===== src/hw/ntps_pkg.sv =====
// NTP server control package
// Register bus types, slave address map and register offsets

package ntps_pkg;

  // ------------------------------
  // Basic types
  // ------------------------------
  typedef logic [31:0] reg_word_t;

  // Upper nibble picks the slave, lower nibble the register
  typedef logic [7:0]  host_addr_t;
  typedef logic [3:0]  reg_ofs_t;

  // Seconds in the upper word, fraction in the lower word
  typedef logic [63:0] ntp_time_t;

  typedef logic [4:0]  xphy_status_t;

  // ------------------------------
  // Slave indices
  // ------------------------------
  localparam logic [3:0] SLAVE_NTP   = 4'd0;
  localparam logic [3:0] SLAVE_PORTS = 4'd1;
  localparam logic [3:0] SLAVE_INFO  = 4'd2;

  // NTP clock select registers
  localparam reg_ofs_t NTP_OFS_TIME_HI = 4'd0;
  localparam reg_ofs_t NTP_OFS_TIME_LO = 4'd1;
  localparam reg_ofs_t NTP_OFS_STATUS  = 4'd2;

  // Port config at offset p, port status from here on
  localparam reg_ofs_t PORT_OFS_STATUS_BASE = 4'd4;

  // Board info registers
  localparam reg_ofs_t INFO_OFS_BUILD = 4'd0;
  localparam reg_ofs_t INFO_OFS_GIT   = 4'd1;
  localparam reg_ofs_t INFO_OFS_LINK  = 4'd2;

  // Port 0 config bit that switches the common time to source B
  localparam int CLK_SEL_BIT = 24;

  localparam reg_word_t BUS_ERR_DATA = 32'hDEAD_BEEF;

endpackage


===== src/hw/reg_bus_if.sv =====
// Internal register bus between the host decoder and one slave
// Single-cycle select strobe, registered read data one cycle later

`timescale 1ns/10ps

interface reg_bus_if;

  logic                sel;
  logic                we;
  ntps_pkg::reg_ofs_t  offset;
  ntps_pkg::reg_word_t wdata;

  // Read response
  ntps_pkg::reg_word_t rdata;
  logic                rvalid;

  modport master (
    output sel, we, offset, wdata,
    input  rdata, rvalid
  );

  modport slave (
    input  sel, we, offset, wdata,
    output rdata, rvalid
  );

endinterface


===== src/hw/host_bus_decoder.sv =====
// Host register bus decoder
// Routes host requests to the slave buses and returns read data

`timescale 1ns/10ps

module host_bus_decoder (
  input  logic                 clk156,
  input  logic                 rst_n,
  input  logic                 req,
  input  logic                 we,
  input  ntps_pkg::host_addr_t addr,
  input  ntps_pkg::reg_word_t  wdata,
  output ntps_pkg::reg_word_t  rd_data,
  output logic                 rd_valid,
  reg_bus_if.master            ntp_bus,
  reg_bus_if.master            port_bus,
  reg_bus_if.master            info_bus
);

  logic                req_q;
  logic                we_q;
  logic [3:0]          idx_q;
  ntps_pkg::reg_ofs_t  ofs_q;
  ntps_pkg::reg_word_t wdata_q;

  // Read tracking, one stage behind the bus strobe
  logic                rd_pend_q;
  logic [3:0]          rd_idx_q;

  // ------------------------------
  // Request register
  // ------------------------------
  always_ff @(posedge clk156 or negedge rst_n) begin
    if (!rst_n) begin
      req_q     <= 1'b0;
      we_q      <= 1'b0;
      idx_q     <= '0;
      rd_pend_q <= 1'b0;
      rd_idx_q  <= '0;
    end else begin
      req_q     <= req;
      we_q      <= we;
      idx_q     <= addr[7:4];
      rd_pend_q <= req_q && !we_q;
      rd_idx_q  <= idx_q;
    end
  end

  always_ff @(posedge clk156) begin
    ofs_q   <= addr[3:0];
    wdata_q <= wdata;
  end

  // Strobe only the addressed slave
  assign ntp_bus.sel     = req_q && (idx_q == ntps_pkg::SLAVE_NTP);
  assign ntp_bus.we      = we_q;
  assign ntp_bus.offset  = ofs_q;
  assign ntp_bus.wdata   = wdata_q;

  assign port_bus.sel    = req_q && (idx_q == ntps_pkg::SLAVE_PORTS);
  assign port_bus.we     = we_q;
  assign port_bus.offset = ofs_q;
  assign port_bus.wdata  = wdata_q;

  assign info_bus.sel    = req_q && (idx_q == ntps_pkg::SLAVE_INFO);
  assign info_bus.we     = we_q;
  assign info_bus.offset = ofs_q;
  assign info_bus.wdata  = wdata_q;

  // ------------------------------
  // Read data return
  // ------------------------------
  // Unmapped index answers by itself with the error word
  always_comb begin
    rd_data  = ntps_pkg::BUS_ERR_DATA;
    rd_valid = rd_pend_q;
    case (rd_idx_q)
      ntps_pkg::SLAVE_NTP: begin
        rd_data  = ntp_bus.rdata;
        rd_valid = rd_pend_q && ntp_bus.rvalid;
      end
      ntps_pkg::SLAVE_PORTS: begin
        rd_data  = port_bus.rdata;
        rd_valid = rd_pend_q && port_bus.rvalid;
      end
      ntps_pkg::SLAVE_INFO: begin
        rd_data  = info_bus.rdata;
        rd_valid = rd_pend_q && info_bus.rvalid;
      end
      default: ;
    endcase
  end

endmodule


===== src/hw/ntp_clock_select.sv =====
// Common NTP clock select
// Picks source A or B and holds the common time and sync flag

`timescale 1ns/10ps

module ntp_clock_select (
  input  logic                clk156,
  input  logic                rst_n,
  input  logic                select,
  input  ntps_pkg::ntp_time_t ntp_time_a,
  input  logic                ntp_time_upd_a,
  input  logic                ntp_sync_ok_a,
  input  ntps_pkg::ntp_time_t ntp_time_b,
  input  logic                ntp_time_upd_b,
  input  logic                ntp_sync_ok_b,
  output ntps_pkg::ntp_time_t ntp_time,
  output logic                ntp_sync_ok,
  reg_bus_if.slave            bus
);

  ntps_pkg::ntp_time_t src_time;
  logic                src_upd;
  ntps_pkg::reg_word_t rd_word;

  // Source B when select is set
  assign src_time = select ? ntp_time_b : ntp_time_a;
  assign src_upd  = select ? ntp_time_upd_b : ntp_time_upd_a;

  // ------------------------------
  // Common time register
  // ------------------------------
  always_ff @(posedge clk156 or negedge rst_n) begin
    if (!rst_n) begin
      ntp_time    <= '0;
      ntp_sync_ok <= 1'b0;
    end else begin
      if (src_upd) begin
        ntp_time <= src_time;
      end
      ntp_sync_ok <= select ? ntp_sync_ok_b : ntp_sync_ok_a;
    end
  end

  // ------------------------------
  // Register reads
  // ------------------------------
  always_comb begin
    case (bus.offset)
      ntps_pkg::NTP_OFS_TIME_HI: rd_word = ntp_time[63:32];
      ntps_pkg::NTP_OFS_TIME_LO: rd_word = ntp_time[31:0];
      ntps_pkg::NTP_OFS_STATUS:  rd_word = {29'h0, ntp_sync_ok_b, ntp_sync_ok_a, select};
      default:                   rd_word = ntps_pkg::BUS_ERR_DATA;
    endcase
  end

  always_ff @(posedge clk156 or negedge rst_n) begin
    if (!rst_n) begin
      bus.rvalid <= 1'b0;
    end else begin
      bus.rvalid <= bus.sel && !bus.we;
    end
  end

  // Nothing here is writable, writes are dropped
  always_ff @(posedge clk156) begin
    if (bus.sel && !bus.we) begin
      bus.rdata <= rd_word;
    end
  end

endmodule


===== src/hw/port_config_regs.sv =====
// Network port configuration registers
// One config word per port plus PHY status readback

`timescale 1ns/10ps

module port_config_regs #(
  parameter int NUM_PORTS = 4
) (
  input  logic                   clk156,
  input  logic                   rst_n,
  input  ntps_pkg::xphy_status_t xphy_status [NUM_PORTS],
  input  logic                   ntp_sync_ok,
  output ntps_pkg::reg_word_t    gen_config  [NUM_PORTS],
  reg_bus_if.slave               bus
);

  ntps_pkg::reg_word_t rd_word;

  // ------------------------------
  // Config registers
  // ------------------------------
  always_ff @(posedge clk156 or negedge rst_n) begin
    if (!rst_n) begin
      for (int p = 0; p < NUM_PORTS; p++) begin
        gen_config[p] <= '0;
      end
    end else if (bus.sel && bus.we) begin
      for (int p = 0; p < NUM_PORTS; p++) begin
        if (bus.offset == p) begin
          gen_config[p] <= bus.wdata;
        end
      end
    end
  end

  // Config at offset p, status at status base plus p
  always_comb begin
    rd_word = ntps_pkg::BUS_ERR_DATA;
    for (int p = 0; p < NUM_PORTS; p++) begin
      if (bus.offset == p) begin
        rd_word = gen_config[p];
      end
      if (bus.offset == ntps_pkg::PORT_OFS_STATUS_BASE + p) begin
        rd_word = {23'h0, ntp_sync_ok, 3'h0, xphy_status[p]};
      end
    end
  end

  // ------------------------------
  // Read response
  // ------------------------------
  always_ff @(posedge clk156 or negedge rst_n) begin
    if (!rst_n) begin
      bus.rvalid <= 1'b0;
    end else begin
      bus.rvalid <= bus.sel && !bus.we;
    end
  end

  always_ff @(posedge clk156) begin
    if (bus.sel && !bus.we) begin
      bus.rdata <= rd_word;
    end
  end

endmodule


===== src/hw/board_info_regs.sv =====
// Board identification registers
// Build info, git hash and sticky PCIe link loss tracking

`timescale 1ns/10ps

module board_info_regs #(
  parameter ntps_pkg::reg_word_t BUILD_INFO = 32'h0,
  parameter ntps_pkg::reg_word_t GIT_HASH   = 32'h0
) (
  input  logic     clk156,
  input  logic     rst_n,
  input  logic     user_link_up,
  reg_bus_if.slave bus
);

  logic                link_up_q;
  logic                link_lost;
  logic                lost_clr;
  ntps_pkg::reg_word_t rd_word;

  // Write 1 to bit 1 of the link word
  assign lost_clr = bus.sel && bus.we && (bus.offset == ntps_pkg::INFO_OFS_LINK)
                    && bus.wdata[1];

  // ------------------------------
  // Link state
  // ------------------------------
  always_ff @(posedge clk156 or negedge rst_n) begin
    if (!rst_n) begin
      link_up_q <= 1'b0;
      link_lost <= 1'b0;
    end else begin
      link_up_q <= user_link_up;
      // a fresh drop wins over a clear in the same cycle
      if (link_up_q && !user_link_up) begin
        link_lost <= 1'b1;
      end else if (lost_clr) begin
        link_lost <= 1'b0;
      end
    end
  end

  always_comb begin
    case (bus.offset)
      ntps_pkg::INFO_OFS_BUILD: rd_word = BUILD_INFO;
      ntps_pkg::INFO_OFS_GIT:   rd_word = GIT_HASH;
      ntps_pkg::INFO_OFS_LINK:  rd_word = {30'h0, link_lost, link_up_q};
      default:                  rd_word = ntps_pkg::BUS_ERR_DATA;
    endcase
  end

  always_ff @(posedge clk156 or negedge rst_n) begin
    if (!rst_n) begin
      bus.rvalid <= 1'b0;
    end else begin
      bus.rvalid <= bus.sel && !bus.we;
    end
  end

  always_ff @(posedge clk156) begin
    if (bus.sel && !bus.we) begin
      bus.rdata <= rd_word;
    end
  end

endmodule


===== src/hw/ntps_ctrl_top.sv =====
// NTP server control top level
// Host register decoder with NTP select, port config and board info slaves

`timescale 1ns/10ps

module ntps_ctrl_top #(
  parameter int                  NUM_PORTS  = 4,
  parameter ntps_pkg::reg_word_t BUILD_INFO = 32'h0,
  parameter ntps_pkg::reg_word_t GIT_HASH   = 32'h0
) (
  input  logic                   clk156,
  input  logic                   rst_n,

  // Host register bus
  input  logic                   req,
  input  logic                   we,
  input  ntps_pkg::host_addr_t   addr,
  input  ntps_pkg::reg_word_t    wdata,
  output ntps_pkg::reg_word_t    rd_data,
  output logic                   rd_valid,

  // NTP time sources
  input  ntps_pkg::ntp_time_t    ntp_time_a,
  input  logic                   ntp_time_upd_a,
  input  logic                   ntp_sync_ok_a,
  input  ntps_pkg::ntp_time_t    ntp_time_b,
  input  logic                   ntp_time_upd_b,
  input  logic                   ntp_sync_ok_b,

  input  ntps_pkg::xphy_status_t xphy_status [NUM_PORTS],
  input  logic                   user_link_up,

  output ntps_pkg::ntp_time_t    ntp_time,
  output logic                   ntp_sync_ok,
  output ntps_pkg::reg_word_t    gen_config  [NUM_PORTS]
);

  reg_bus_if ntp_bus ();
  reg_bus_if port_bus ();
  reg_bus_if info_bus ();

  // ------------------------------
  // Host decoder
  // ------------------------------
  host_bus_decoder u_decoder (
    .clk156   (clk156),
    .rst_n    (rst_n),
    .req      (req),
    .we       (we),
    .addr     (addr),
    .wdata    (wdata),
    .rd_data  (rd_data),
    .rd_valid (rd_valid),
    .ntp_bus  (ntp_bus.master),
    .port_bus (port_bus.master),
    .info_bus (info_bus.master)
  );

  // Common clock select, controlled by port 0 config
  ntp_clock_select u_clock_select (
    .clk156         (clk156),
    .rst_n          (rst_n),
    .select         (gen_config[0][ntps_pkg::CLK_SEL_BIT]),
    .ntp_time_a     (ntp_time_a),
    .ntp_time_upd_a (ntp_time_upd_a),
    .ntp_sync_ok_a  (ntp_sync_ok_a),
    .ntp_time_b     (ntp_time_b),
    .ntp_time_upd_b (ntp_time_upd_b),
    .ntp_sync_ok_b  (ntp_sync_ok_b),
    .ntp_time       (ntp_time),
    .ntp_sync_ok    (ntp_sync_ok),
    .bus            (ntp_bus.slave)
  );

  port_config_regs #(
    .NUM_PORTS (NUM_PORTS)
  ) u_port_regs (
    .clk156      (clk156),
    .rst_n       (rst_n),
    .xphy_status (xphy_status),
    .ntp_sync_ok (ntp_sync_ok),
    .gen_config  (gen_config),
    .bus         (port_bus.slave)
  );

  board_info_regs #(
    .BUILD_INFO (BUILD_INFO),
    .GIT_HASH   (GIT_HASH)
  ) u_board_info (
    .clk156       (clk156),
    .rst_n        (rst_n),
    .user_link_up (user_link_up),
    .bus          (info_bus.slave)
  );

endmodule


===== config.mk =====
export PLATFORM = sky130hd
export DESIGN_NAME = ntps_ctrl_top
export DESIGN_NICKNAME = d
export VERILOG_FILES = /design/src/hw/ntps_pkg.sv /design/src/hw/reg_bus_if.sv /design/src/hw/host_bus_decoder.sv /design/src/hw/ntp_clock_select.sv /design/src/hw/port_config_regs.sv /design/src/hw/board_info_regs.sv /design/src/hw/ntps_ctrl_top.sv
export SDC_FILE = /design/constraint.sdc
export NUM_CORES = 1
export LEC_CHECK = 0
export BUFFER_PORTS_ARGS = -buffer_cell sky130_fd_sc_hd__buf_2
export CAP_MARGIN = 40
export CORE_MARGIN = 8
export CORE_UTILIZATION = 58
export CTS_BUF_LIST = sky130_fd_sc_hd__clkbuf_8
export DETAILED_ROUTE_END_ITERATION = 7
export GPL_ROUTABILITY_DRIVEN = 0
export GPL_TIMING_DRIVEN = 0
export PLACE_DENSITY_LB_ADDON = 0.25
export SKIP_CTS_REPAIR_TIMING = 1
export SLEW_MARGIN = 15
export SYNTH_ARGS = -nofsm -noshare
export SYNTH_HDL_FRONTEND = slang
export SYNTH_HIERARCHICAL = 1
export SYNTH_SLANG_ARGS = --single-unit

===== constraint.sdc =====
create_clock -name clk156 -period 4.8 [get_ports clk156]
set_input_delay 1.2 -clock clk156 [delete_from_list [all_inputs] [get_ports clk156]]
set_output_delay 1.2 -clock clk156 [all_outputs]
set_load 0.01 [all_outputs]

# Yosys cells after proc, flatten, opt, wreduce, memory -nomap -nowiden

Cells that the tools add are included.

Muxes and demuxes: 17
Eq/ne operators: 11
Reductions and logical operators: 26

Operator list:

| operator                                            | count |
|---|---|
| two-way mux 32 bit                                  | 7 |
| one-hot mux 32 bit (3 select lines)                 | 2 |
| two-way mux 64 bit                                  | 1 |
| one-hot mux 32 bit (2 select lines)                 | 1 |
| equality test 4 x 2 -> 1 bit, second input constant | 4 |
| equality test 4 x 3 -> 1 bit, second input constant | 4 |
| logical AND 1 bit                                   | 15 |
| equality test 4 x 1 -> 1 bit, second input constant | 3 |
| logical NOT 4 bit                                   | 3 |
| two-way mux 9 bit                                   | 1 |
| AND reduction 2 bit                                 | 4 |
| two-way mux 1 bit                                   | 4 |
| one-hot mux 1 bit (3 select lines)                  | 1 |
| logical NOT 1 bit                                   | 2 |
| nonzero test 2 bit                                  | 1 |
| OR reduction 2 bit                                  | 1 |

Output and inout port bits: 226
Register bits: 341

# Depth between registers and ports, before layout

Gate-level depths: netlist of the first run.

Depth after elaboration: 9
Depth in mapped cells: 8

# By module

Netlist of the first run, hierarchy kept.

By module, submodules not included:

| module           | cells an instance | area each (um^2) | sequential area each (um^2) | instances |
|---|---|---|---|---|
| port_config_regs | 491               | 7185.6           | 4189.0                      | 1 |
| ntp_clock_select | 419               | 4575.6           | 2612.5                      | 1 |
| host_bus_decoder | 251               | 2387.3           | 996.0                       | 1 |
| board_info_regs  | 47                | 464.2            | 165.2                       | 1 |

# Least setup slack after synthesis of the first run

No wires, ideal clock.

Path kind: register to register
Start point: reg u_decoder.idx_q[3]
End point: reg u_port_regs.bus.rdata[0], enable pin
Cell stages (with the launch flop): 5
Arrival time: 2423 ps
Data required time: 4374 ps
Setup slack: 1952 ps
Path through: dfrtp_1 nor2_1 nand2_1 nor3b_1 nor2b_1

Longest elaborated chain between the ends: 3

RTL lines:

| what                         | RTL line               | RTL |
|---|---|---|
| start, declared              | host_bus_decoder.sv:22 | `logic [3:0] idx_q;` |
| start signal, assigned       | host_bus_decoder.sv:43 | `idx_q <= addr[7:4];` |
| equality test 4 x 1 -> 1 bit | host_bus_decoder.sv:60 | `assign port_bus.sel = req_q && (idx_q == ntps_pkg::SLAVE_PORTS);` |
| logical AND 1 bit            | host_bus_decoder.sv:60 |  |
| net port_bus.sel             | reg_bus_if.sv:8        | `logic sel;` |
| logical AND 1 bit            | port_config_regs.sv:61 | `if (bus.sel && !bus.we) begin` |
| end signal, assigned         | port_config_regs.sv:62 | `bus.rdata <= rd_word;` |
| end, declared                | reg_bus_if.sv:24       | `output rdata, rvalid` |

The timed path passes the listed nets, and every way through them passes these cells.
A chain may end at the register's enable or synchronous reset.

# Worst setup path in the final report of the first run

Start point: reg u_decoder.rd_idx_q[3]
End point: out rd_data[3]

Longest elaborated chain between the ends: 2
Elaborated cells between the ends (all ways): 4
Those cells by class: eq/ne: 2; mux: 1; reduce/logical: 1

RTL lines:

| what                                                 | RTL line               | RTL |
|---|---|---|
| start, declared                                      | host_bus_decoder.sv:28 | `logic [3:0] rd_idx_q;` |
| start signal, assigned                               | host_bus_decoder.sv:45 | `rd_idx_q <= idx_q;` |
| equality test 4 x 2 -> 1 bit (tied with other cells) | host_bus_decoder.sv:77 | `case (rd_idx_q)` |
| one-hot mux 32 bit (3 select lines) *                | host_bus_decoder.sv:77 |  |
| end, declared                                        | ntps_ctrl_top.sv:19    | `output ntps_pkg::reg_word_t rd_data,` |

Every way passes the cells marked *; elsewhere a longest branch is shown, timed or not.

==> impl_metrics.yaml, run 1 <==
power_and_ir_drop:
  vdd_drop_max_mv: 0.238
  total_power_w: 0.00572
  p_per_area_nw_per_um2: 318
  cellLeakagePower_nw: 8.94
timing:
  layout_setup_ws_ns: 1.02
  hold_violations: 0
  period_share_pct: 78.7
  worst_slew_pin_slew_ns: 0.792
  drv_slew: 0
  timing.hold.ws_ns: 0.402
  setup_viol: 0
  layout_min_cycle_time_ns: 3.78
  fmax_mhz: 265
  relSlewSlack_pct: 47.2
  rsz0062_at_grt: "false"
  fin_skew_ns: 0.0162
logic_synthesis:
  syn-cell-area_um2: 14400
  synthCells: 1176
  yosysWarnings: 6
  syn_avg_cell_area_um2: 12.2
global_routing:
  grt_usage_pct: 29.6
  first_global_vias: 11900
  grt_overflow: 0
  grt_pass1_wl_um: 69400
  antenna_found_initial: 2
  grt_max_degree: 105
clock_network:
  cts_made_buffers: 50
  clk_latency_ns: 0.57
  cts_max_path_buffers: 3
  clock_sinks: 312
  clockRootBuffer: "clkbuf_8"
  h-tree-depth: 2
  clkTransAtPathRegs_ns: 0.06
  cts_tree: "done"
drt:
  wl_per_cell_um: 22.8
  ant_nets: 0
  num_vias: 11500
  routed_wl_um: 46100
  via_per_inst: 5.68
  first_iter_violations: 1109
  post-route-drc-count: 0
  first_pass_iters: 5
floorplanning:
  die_area_um2: 30100
  start_util_pct: 59.1
  coreArea_um2: 24300
  die_x_um: 173
  die-height_um: 173
  rows: 57
  pin_count: 423
job:
  max_cap_viol_count: 0
final_layout:
  final_cell_count_no_fill: 2023
  syn2layout_area_growth_pct: 25.1
  antenna_cells: 0
  drive_above_1_share_pct: 46.0
  final.fill_count: 1712
  final_nets: 1858
placement:
  place.detailed.instances: 1933
  io_buffers: 422
  dp_hpwl_um: 35000
  pre_cts_ws_ns: 1.67
setup_path:
  cp.required_ns: 3.60
  setup.worst_path.end_class: "output port"
  arrival_ns: 2.58
  crit_type: "reg2out"
  crit_path_max_fanout: 10
  start_kind: "register"
outcome:
  status: "finished clean"
min_path:
  hp-class: "reg2reg"
[worst paths after layout]
check	slack (ns)	cells after the start	startpoint	end
setup / recovery	1.02	6	u_decoder/rd_idx_q[3]$_DFF_PN0_	rd_data[3]
hold / removal	0.40	0	u_decoder/idx_q[2]$_DFF_PN0_	u_decoder/rd_idx_q[2]$_DFF_PN0_
setup reg to reg	1.89	6	u_decoder/info_bus.offset[0]$_DFF_P_	u_port_regs/bus.rdata[7]$_SDFFCE_PP0P_
hold reg to reg	0.40	0	u_decoder/idx_q[2]$_DFF_PN0_	u_decoder/rd_idx_q[2]$_DFF_PN0_
max in group asynchronous	3.53	2	rst_n	u_port_regs/gen_config[69]$_DFFE_PN0P_
min in group asynchronous	0.47	1	rst_n	u_clock_select/ntp_time[33]$_DFFE_PN0P_
[routing by layer]
metal | vias to the layer above | routed length, um | GRT usage (%)
met5 | - | 27 | 0
met4 | 4 | 1660 | 11.1
met3 | 117 | 4220 | 7.21
met2 | 647 | 21900 | 47.7
met1 | 5634 | 18400 | 38.3
li1 | 5081 | - | -
[metrics by stage]
step	setup TNS [ns]	util (%)	cell area, um^2
floorplan	0	-	14400
global placement	-204.56	69.6	16900
detailed placement	0	70.1	17000
CTS	0	73.9	18000
global route	0	73.9	18000
finish	0	73.9	18000
[registers in the layout, summed over array words and instances, names as in the netlist, 3 cells and up]
name and count:
u_decoder/info_bus.offset 4, u_decoder/idx_q 4, u_clock_select/ntp_time 64, u_board_info/bus.rdata 3
u_port_regs/bus.rdata 32, u_port_regs/gen_config 128, u_decoder/info_bus.wdata 32, u_clock_select/bus.rdata 32
u_decoder/rd_idx_q 4
[critical path: stages (launching register included)]
cell	delay, ns
dfrtp_1	0.38
or2_1	0.22
buf_2	0.19
nor2_2	0.31
clkbuf_1	0.50
a21oi_1	0.21
buf_2	0.20
[final cells by class]
class                      count  area, um^2  area share [%]
sequential                   312        7960            44.3
multi-input combinational    712        5440            30.2
timing repair buffer         426        2220            12.3
buffer                       152         987            5.49
clock buffer                  59         812            4.52
tap                          324         405            2.26
clock inverter                31         129           0.717
inverter                       7        26.3           0.146
[where the power goes]
| group | total, W | leakage [nW] | internal [W] | switching [W] |
|---|---|---|---|---|
| logic | 0.000692 | 4.68 | 0.000299 | 0.000393 |
| registers | 0.00289 | 3.69 | 0.00281 | 0.0000819 |
| clock network | 0.00213 | 0.563 | 0.00111 | 0.00102 |
[cells in the final DEF, fill, tap and decap left out, drive strengths merged, types with 4 or more instances in the layout]
cell / count
a211oi: 20
a21oi: 52
a22oi: 19
buf: 551
clkbuf: 86
clkinv: 4
conb: 8
dfrtp: 209
dfxtp: 36
edfxtp: 67
inv: 32
mux2: 146
mux2i: 104
mux4: 10
nand2: 99
nand2b: 9
nor2: 51
nor2b: 42
nor3: 12
o21ai: 90
o22ai: 22
(Power assumes the default switching activity.)
==> run 2, diff against run 1 <==
--- a/config.mk
+++ b/config.mk
@@ -8,7 +8,7 @@
 export BUFFER_PORTS_ARGS = -buffer_cell sky130_fd_sc_hd__buf_2
 export CAP_MARGIN = 40
 export CORE_MARGIN = 8
-export CORE_UTILIZATION = 58
+export CORE_UTILIZATION = 49
 export CTS_BUF_LIST = sky130_fd_sc_hd__clkbuf_8
 export DETAILED_ROUTE_END_ITERATION = 7
 export GPL_ROUTABILITY_DRIVEN = 0
==> constraint.sdc (replaced) <==
create_clock -name clk156 -period 3.3 [get_ports clk156]
set_input_delay 0.825 -clock clk156 [delete_from_list [all_inputs] [get_ports clk156]]
set_output_delay 0.825 -clock clk156 [all_outputs]
set_load 0.01 [all_outputs]
==> run 2 against run 1 <==
  * Routed wire length grew 2.5%
  * Final area grew 0.84%
  * Die area grew 17%
  * Clock-buffer cell count shrank 1
  * Via count shrank 1.8%
  * Clock skew grew 0.0059 ns
  * Hold slack lost 0.33 ns
  * Power grew 49%
  * Combinational power grew 45%
  * Critical path type unchanged
  * Critical endpoint unchanged
==> impl_metrics.yaml, run 2 (synthesized netlist as in run 1, its figures left out) <==
drt:
  num_vias: 11300
  wl_per_cell_um: 22.6
  via_per_inst: 5.40
  first_pass_iters: 5
  routed_wl_um: 47300
  ant_nets: 0
  first_iter_violations: 893
  post-route-drc-count: 0
placement:
  io_buffers: 422
  pre_cts_ws_ns: 0.481
  dpl_cell_area_um2: 17100
  dp_hpwl_um: 36200
timing:
  layout_min_cycle_time_ns: 3.20
  hold_violations: 0
  layout_setup_ws_ns: 0.101
  fin_skew_ns: 0.0221
  relSlewSlack_pct: 43.9
  fmax_mhz: 313
  worst_slew_pin_slew_ns: 0.841
  drv_slew: 0
  setup_viol: 0
  period_share_pct: 96.9
  rsz0062_at_grt: "false"
final_layout:
  antenna_cells: 0
  final_area_um2: 18100
  final_common_cell: "buf_2"
  top_register: "u_port_regs/gen_config"
  final_cell_mix: "456 x buf_2, 209 x dfrtp_1, 113 x mux2_2, 103 x mux2i_1, 99 x nand2_1"
  final_nets: 1860
  top_regs: "u_port_regs/gen_config: 128 flops, u_clock_select/ntp_time: 64 flops"
  postLayoutCoreUtil_pct: 63.0
  final.fill_count: 2352
  syn2layout_area_growth_pct: 26.1
  largest_reg_flops: 128
  drive_above_1_share_pct: 46.4
floorplanning:
  start_util_pct: 49.9
  die_area_um2: 35100
  die-height_um: 187
  pin_count: 423
  rows: 62
  die_x_um: 187
  coreArea_um2: 28800
clock_network:
  clk_latency_ns: 0.58
  clockRootBuffer: "clkbuf_8"
  cts_tree: "done"
  cts_max_path_buffers: 3
  clock_sinks: 312
  h-tree-depth: 2
  clkTransAtPathRegs_ns: 0.06
  cts_made_buffers: 52
setup_path:
  arrival_ns: 2.37
  path_delay_family: "simple AND/OR/NAND/NOR gates"
  cp.required_ns: 2.47
  slowest_delay_ns: 0.65
  cpMaxStageDelayCell: "or4b_1"
  crit_type: "reg2out"
  start_kind: "register"
  crit_chain: "or4b_1 > buf_2 > buf_6 > nor2_1 > a21oi_1 > buf_2"
  crit_path_max_fanout: 10
  path_common_cell: "buf_2"
  setup.worst_path.end_class: "output port"
  crit_buf_inv: 3
global_routing:
  grt_max_degree: 101
  antenna_found_initial: 0
  grt_pass1_wl_um: 71000
  grt_usage_pct: 26.1
  grt_overflow: 0
  first_global_vias: 11800
power_and_ir_drop:
  vdd_drop_max_mv: 0.347
  cellLeakagePower_nw: 8.97
  p_per_area_nw_per_um2: 470
outcome:
  status: "finished clean"
job:
  max_cap_viol_count: 0
min_path:
  hp-class: "in2async"
run 2: worst reg2reg max path: stages, from the launching register on:
cell and delay (ns):
dfxtp_1 0.44, buf_4 0.15, buf_2 0.30, clkbuf_1 0.57, clkbuf_1 0.62, a22oi_1 0.14, o21ai_0 0.39
run 2: cell type report:
class | count | area (um^2) | area share (%)
timing repair buffer | 426 | 2220 | 12.2
buffer | 152 | 990 | 5.46
multi-input combinational | 712 | 5440 | 30.0
clock buffer | 58 | 798 | 4.40
inverter | 7 | 26.3 | 0.145
sequential | 312 | 7960 | 43.9
tap | 384 | 480 | 2.65
clock inverter | 40 | 216 | 1.19
run 2: path summary, 6_finish.rpt:
| path | cells after the start | to | start | slack [ns] |
|---|---|---|---|---|
| max | 6 | rd_data[3] | u_decoder/rd_idx_q[0]$_DFF_PN0_ | 0.10 |
| min | 1 | u_clock_select/bus.rvalid$_DFF_PN0_ | rst_n | 0.07 |
| max reg2reg | 6 | u_port_regs/bus.rdata[6]$_SDFFCE_PP0P_ | u_decoder/info_bus.offset[0]$_DFF_P_ | 0.45 |
| min reg2reg | 0 | u_decoder/rd_idx_q[2]$_DFF_PN0_ | u_decoder/idx_q[2]$_DFF_PN0_ | 0.40 |
| max in group asynchronous | 2 | u_port_regs/gen_config[12]$_DFFE_PN0P_ | rst_n | 2.50 |
| min in group clk156 | 1 | u_decoder/info_bus.wdata[2]$_DFF_P_ | wdata[2] | 0.34 |
run 2: power by group:
group	leakage (nW)	switching [W]	internal (W)	total (W)
clock	0.585	0.00160	0.00171	0.00331
sequential	3.69	0.000119	0.00409	0.00421
combinational	4.69	0.000569	0.000435	0.00100
total	8.97	0.00229	0.00623	0.00852
run 2: layer usage:
layer / up-vias / share of wire (%) / track usage, %
li1: 5116 / - / -
met1: 5589 / 43 / 34.8
met2: 478 / 46 / 41.0
met3: 98 / 8.2 / 7.01
met4: 0 / 3.1 / 8.55
met5: - / 0 / 0
run 2: through the flow:
step	TNS (ns)	std cells	hold slack [ns]	power, W
floorplan	0	1183	0.354	0.00475
global placement	-476.85	1989	0.380	0.00525
detailed placement	0	1993	0.375	0.00528
CTS	-0.510	2091	0.0428	0.00859
global route	0	2091	0.0450	0.00887
finish	0	2091	0.0725	0.00852
==> run 3, diff against run 2 <==
--- a/config.mk
+++ b/config.mk
@@ -7,15 +7,16 @@
 export LEC_CHECK = 0
 export BUFFER_PORTS_ARGS = -buffer_cell sky130_fd_sc_hd__buf_2
 export CAP_MARGIN = 40
+export CELL_PAD_IN_SITES_DETAIL_PLACEMENT = 0
+export CELL_PAD_IN_SITES_GLOBAL_PLACEMENT = 1
 export CORE_MARGIN = 8
-export CORE_UTILIZATION = 49
+export CORE_UTILIZATION = 38
 export CTS_BUF_LIST = sky130_fd_sc_hd__clkbuf_8
 export DETAILED_ROUTE_END_ITERATION = 7
 export GPL_ROUTABILITY_DRIVEN = 0
 export GPL_TIMING_DRIVEN = 0
 export PLACE_DENSITY_LB_ADDON = 0.25
 export SKIP_CTS_REPAIR_TIMING = 1
-export SLEW_MARGIN = 15
 export SYNTH_ARGS = -nofsm -noshare
 export SYNTH_HDL_FRONTEND = slang
 export SYNTH_HIERARCHICAL = 1
==> constraint.sdc (replaced) <==
create_clock -name clk156 -period 2.7 [get_ports clk156]
set_input_delay 0.675 -clock clk156 [delete_from_list [all_inputs] [get_ports clk156]]
set_output_delay 0.675 -clock clk156 [all_outputs]
set_load 0.01 [all_outputs]
==> run 3 against run 2 <==
  * The run now ends with setup timing left
  * Largest cell class unchanged
  * Combinational power rose by 29%
  * Die area is 26% higher
  * Hold slack improved by 0.018 ns
  * Global-route usage shrank 3.7 points
  * Clock-buffer cell count grew 6
  * Non-clock buffer count increased by 8
  * Critical path depth did not move
  * Via count is 2.6% lower
  * Setup slack worse by 0.26 ns
  * First-iteration DRC count down 36%
  * Register-to-register slack worse by 0.35 ns
  * Routed wire length increased by 8.7%
  * Critical endpoint is now rd_data[12]
==> impl_metrics.yaml, run 3 (synthesized netlist as in run 1, its figures left out) <==
final_layout:
  final_common_cell: "buf_2"
  final.fill_count: 3552
  final_nets: 1871
  top_register: "u_port_regs/gen_config"
  drive_above_1_share_pct: 49.4
  multiInputGateArea_um2: 5650
  largest_reg_flops: 128
  top_regs: "u_port_regs/gen_config: 128 flops, u_clock_select/ntp_time: 64 flops"
  syn2layout_area_growth_pct: 30.5
  final_cell_mix: "441 x buf_2, 208 x dfrtp_1, 113 x mux2_2, 103 x mux2i_1, 99 x nand2_1"
  regArea_um2: 7960
floorplanning:
  rows: 71
  die_area_um2: 44300
  start_util_pct: 38.3
  die_x_um: 210
  coreArea_um2: 37500
  pin_count: 423
  die-height_um: 210
drt:
  first_iter_violations: 575
  first_pass_iters: 5
  wl_per_cell_um: 23.0
  routed_wl_um: 51400
  via_per_inst: 4.92
  post-route-drc-count: 0
  ant_nets: 0
  num_vias: 11000
timing:
  setup_viol: 24
  fin_setup_tns_ns: -2.00
  layout_min_cycle_time_ns: 2.86
  worst_slew_pin_slew_ns: 0.820
  fmax_mhz: 350
  drv_slew: 0
  period_share_pct: 106
  fin_skew_ns: 0.0245
  timing.hold.ws_ns: 0.0905
  hold_violations: 0
  layout_setup_ws_ns: -0.160
  rsz0062_at_grt: "true"
  relSlewSlack_pct: 45.3
global_routing:
  first_global_vias: 11600
  grt_max_degree: 117
  grt_overflow: 0
  grt_usage_pct: 22.4
  antenna_found_initial: 3
  grt_pass1_wl_um: 74800
power_and_ir_drop:
  p_sw_share_pct: 26.8
  internal-power_w: 0.00781
  cellLeakagePower_nw: 9.15
  p_seq_share_pct: 48.1
  clkPwrFrac_pct: 39.8
  p_comb_share_pct: 12.1
  vdd_drop_max_mv: 0.348
  p_per_area_nw_per_um2: 569
  switching_power_w: 0.00286
clock_network:
  cts_tree: "done"
  h-tree-depth: 2
  clk_latency_ns: 0.60
  clock_sinks: 312
  clkTransAtPathRegs_ns: 0.06
  cts_made_buffers: 55
  clockRootBuffer: "clkbuf_8"
  cts_max_path_buffers: 3
placement:
  dp_hpwl_um: 39300
  io_buffers: 422
  pre_cts_ws_ns: -0.374
min_path:
  hp-class: "in2async"
setup_path:
  crit_path_max_fanout: 4
  setup.worst_path.end_class: "output port"
  r2r_end: "u_port_regs/bus.rdata[15]$_SDFFCE_PP0P_"
  cp.required_ns: 2.03
  regToRegSetupSlack_ns: 0.10
  arrival_ns: 2.18
  timing.rr.start: "u_decoder/info_bus.offset[0]$_DFF_P_"
  crit_type: "reg2out"
  ff2ff_path_depth: 7
  start_kind: "register"
outcome:
  failed_checks: "setup timing"
  status: "finished, violations left"
job:
  max_cap_viol_count: 0
==> run 3: cell types whose count changed in the layout (fill, tap and decap cells not counted), sizes merged <==
cell      change
inv           +6
diode         +3
clkbuf        +5
buf           +9
clkinvlp      +1
clkinv        -8
==> run 3: worst max-delay path by stage <==
stage	start	endpoint	slack, ns	cells after the start
floorplan	u_decoder/idx_q[3]$_DFF_PN0_	u_clock_select/bus.rdata[0]$_DFFE_PP_	0.13	4
global placement	rst_n	u_port_regs/gen_config[36]$_DFFE_PN0P_	-2.85	1
detailed placement	u_decoder/info_bus.offset[0]$_DFF_P_	u_port_regs/bus.rdata[6]$_SDFFCE_PP0P_	-0.37	6
CTS	u_decoder/rd_idx_q[3]$_DFF_PN0_	rd_data[12]	-0.69	6
global route	u_decoder/rd_idx_q[2]$_DFF_PN0_	rd_data[13]	-0.22	6
finish	u_decoder/rd_idx_q[2]$_DFF_PN0_	rd_data[12]	-0.16	6
==> run 3: power by group through the flow <==
stage	clock network (W)	logic [W]	registers [W]
finish	0.00425	0.00129	0.00514
global route	0.00459	0.00140	0.00516
CTS	0.00438	0.00126	0.00514
detailed placement	0	0.00126	0.00523
global placement	0	0.00124	0.00522
floorplan	0	0.000552	0.00525
==> run 3: per-stage QoR <==
stage          util [%]  total power [W]  std cells  area (um^2)
3_3_place_gp       45.8          0.00646       2116        17200
2_1_floorplan         -          0.00581       1183        14400
6_report           50.0           0.0107       2234        18700
3_5_place_dp       46.0          0.00648       2120        17300
4_1_cts            48.9           0.0108       2223        18300
5_1_grt            50.0           0.0112       2232        18700
==> run 3: layout make-up <==
type	instances	share of cell area (%)
clock buffer	64	4.70
timing repair buffer	435	12.4
inverter	7	0.140
buffer	151	5.67
sequential	312	42.5
multi-input combinational	712	30.1
clock inverter	39	1.03
antenna	3	0.0400
tap	511	3.41
==> run 3: worst max-delay path: stages (launching register included) <==
cell and delay, ns:
dfrtp_1 0.38, or4b_4 0.62, buf_8 0.17, buf_12 0.13
nor2_4 0.07, a21oi_2 0.05, buf_4 0.16
==> run 3: routing by layer <==
metal	up-vias	part of all wire, %	global-route usage (%)
li1	5137	-	-
met1	5490	43	28.6
met2	291	48	37.3
met3	72	6.2	6.03
met4	0	2.3	6.30
met5	-	0	0
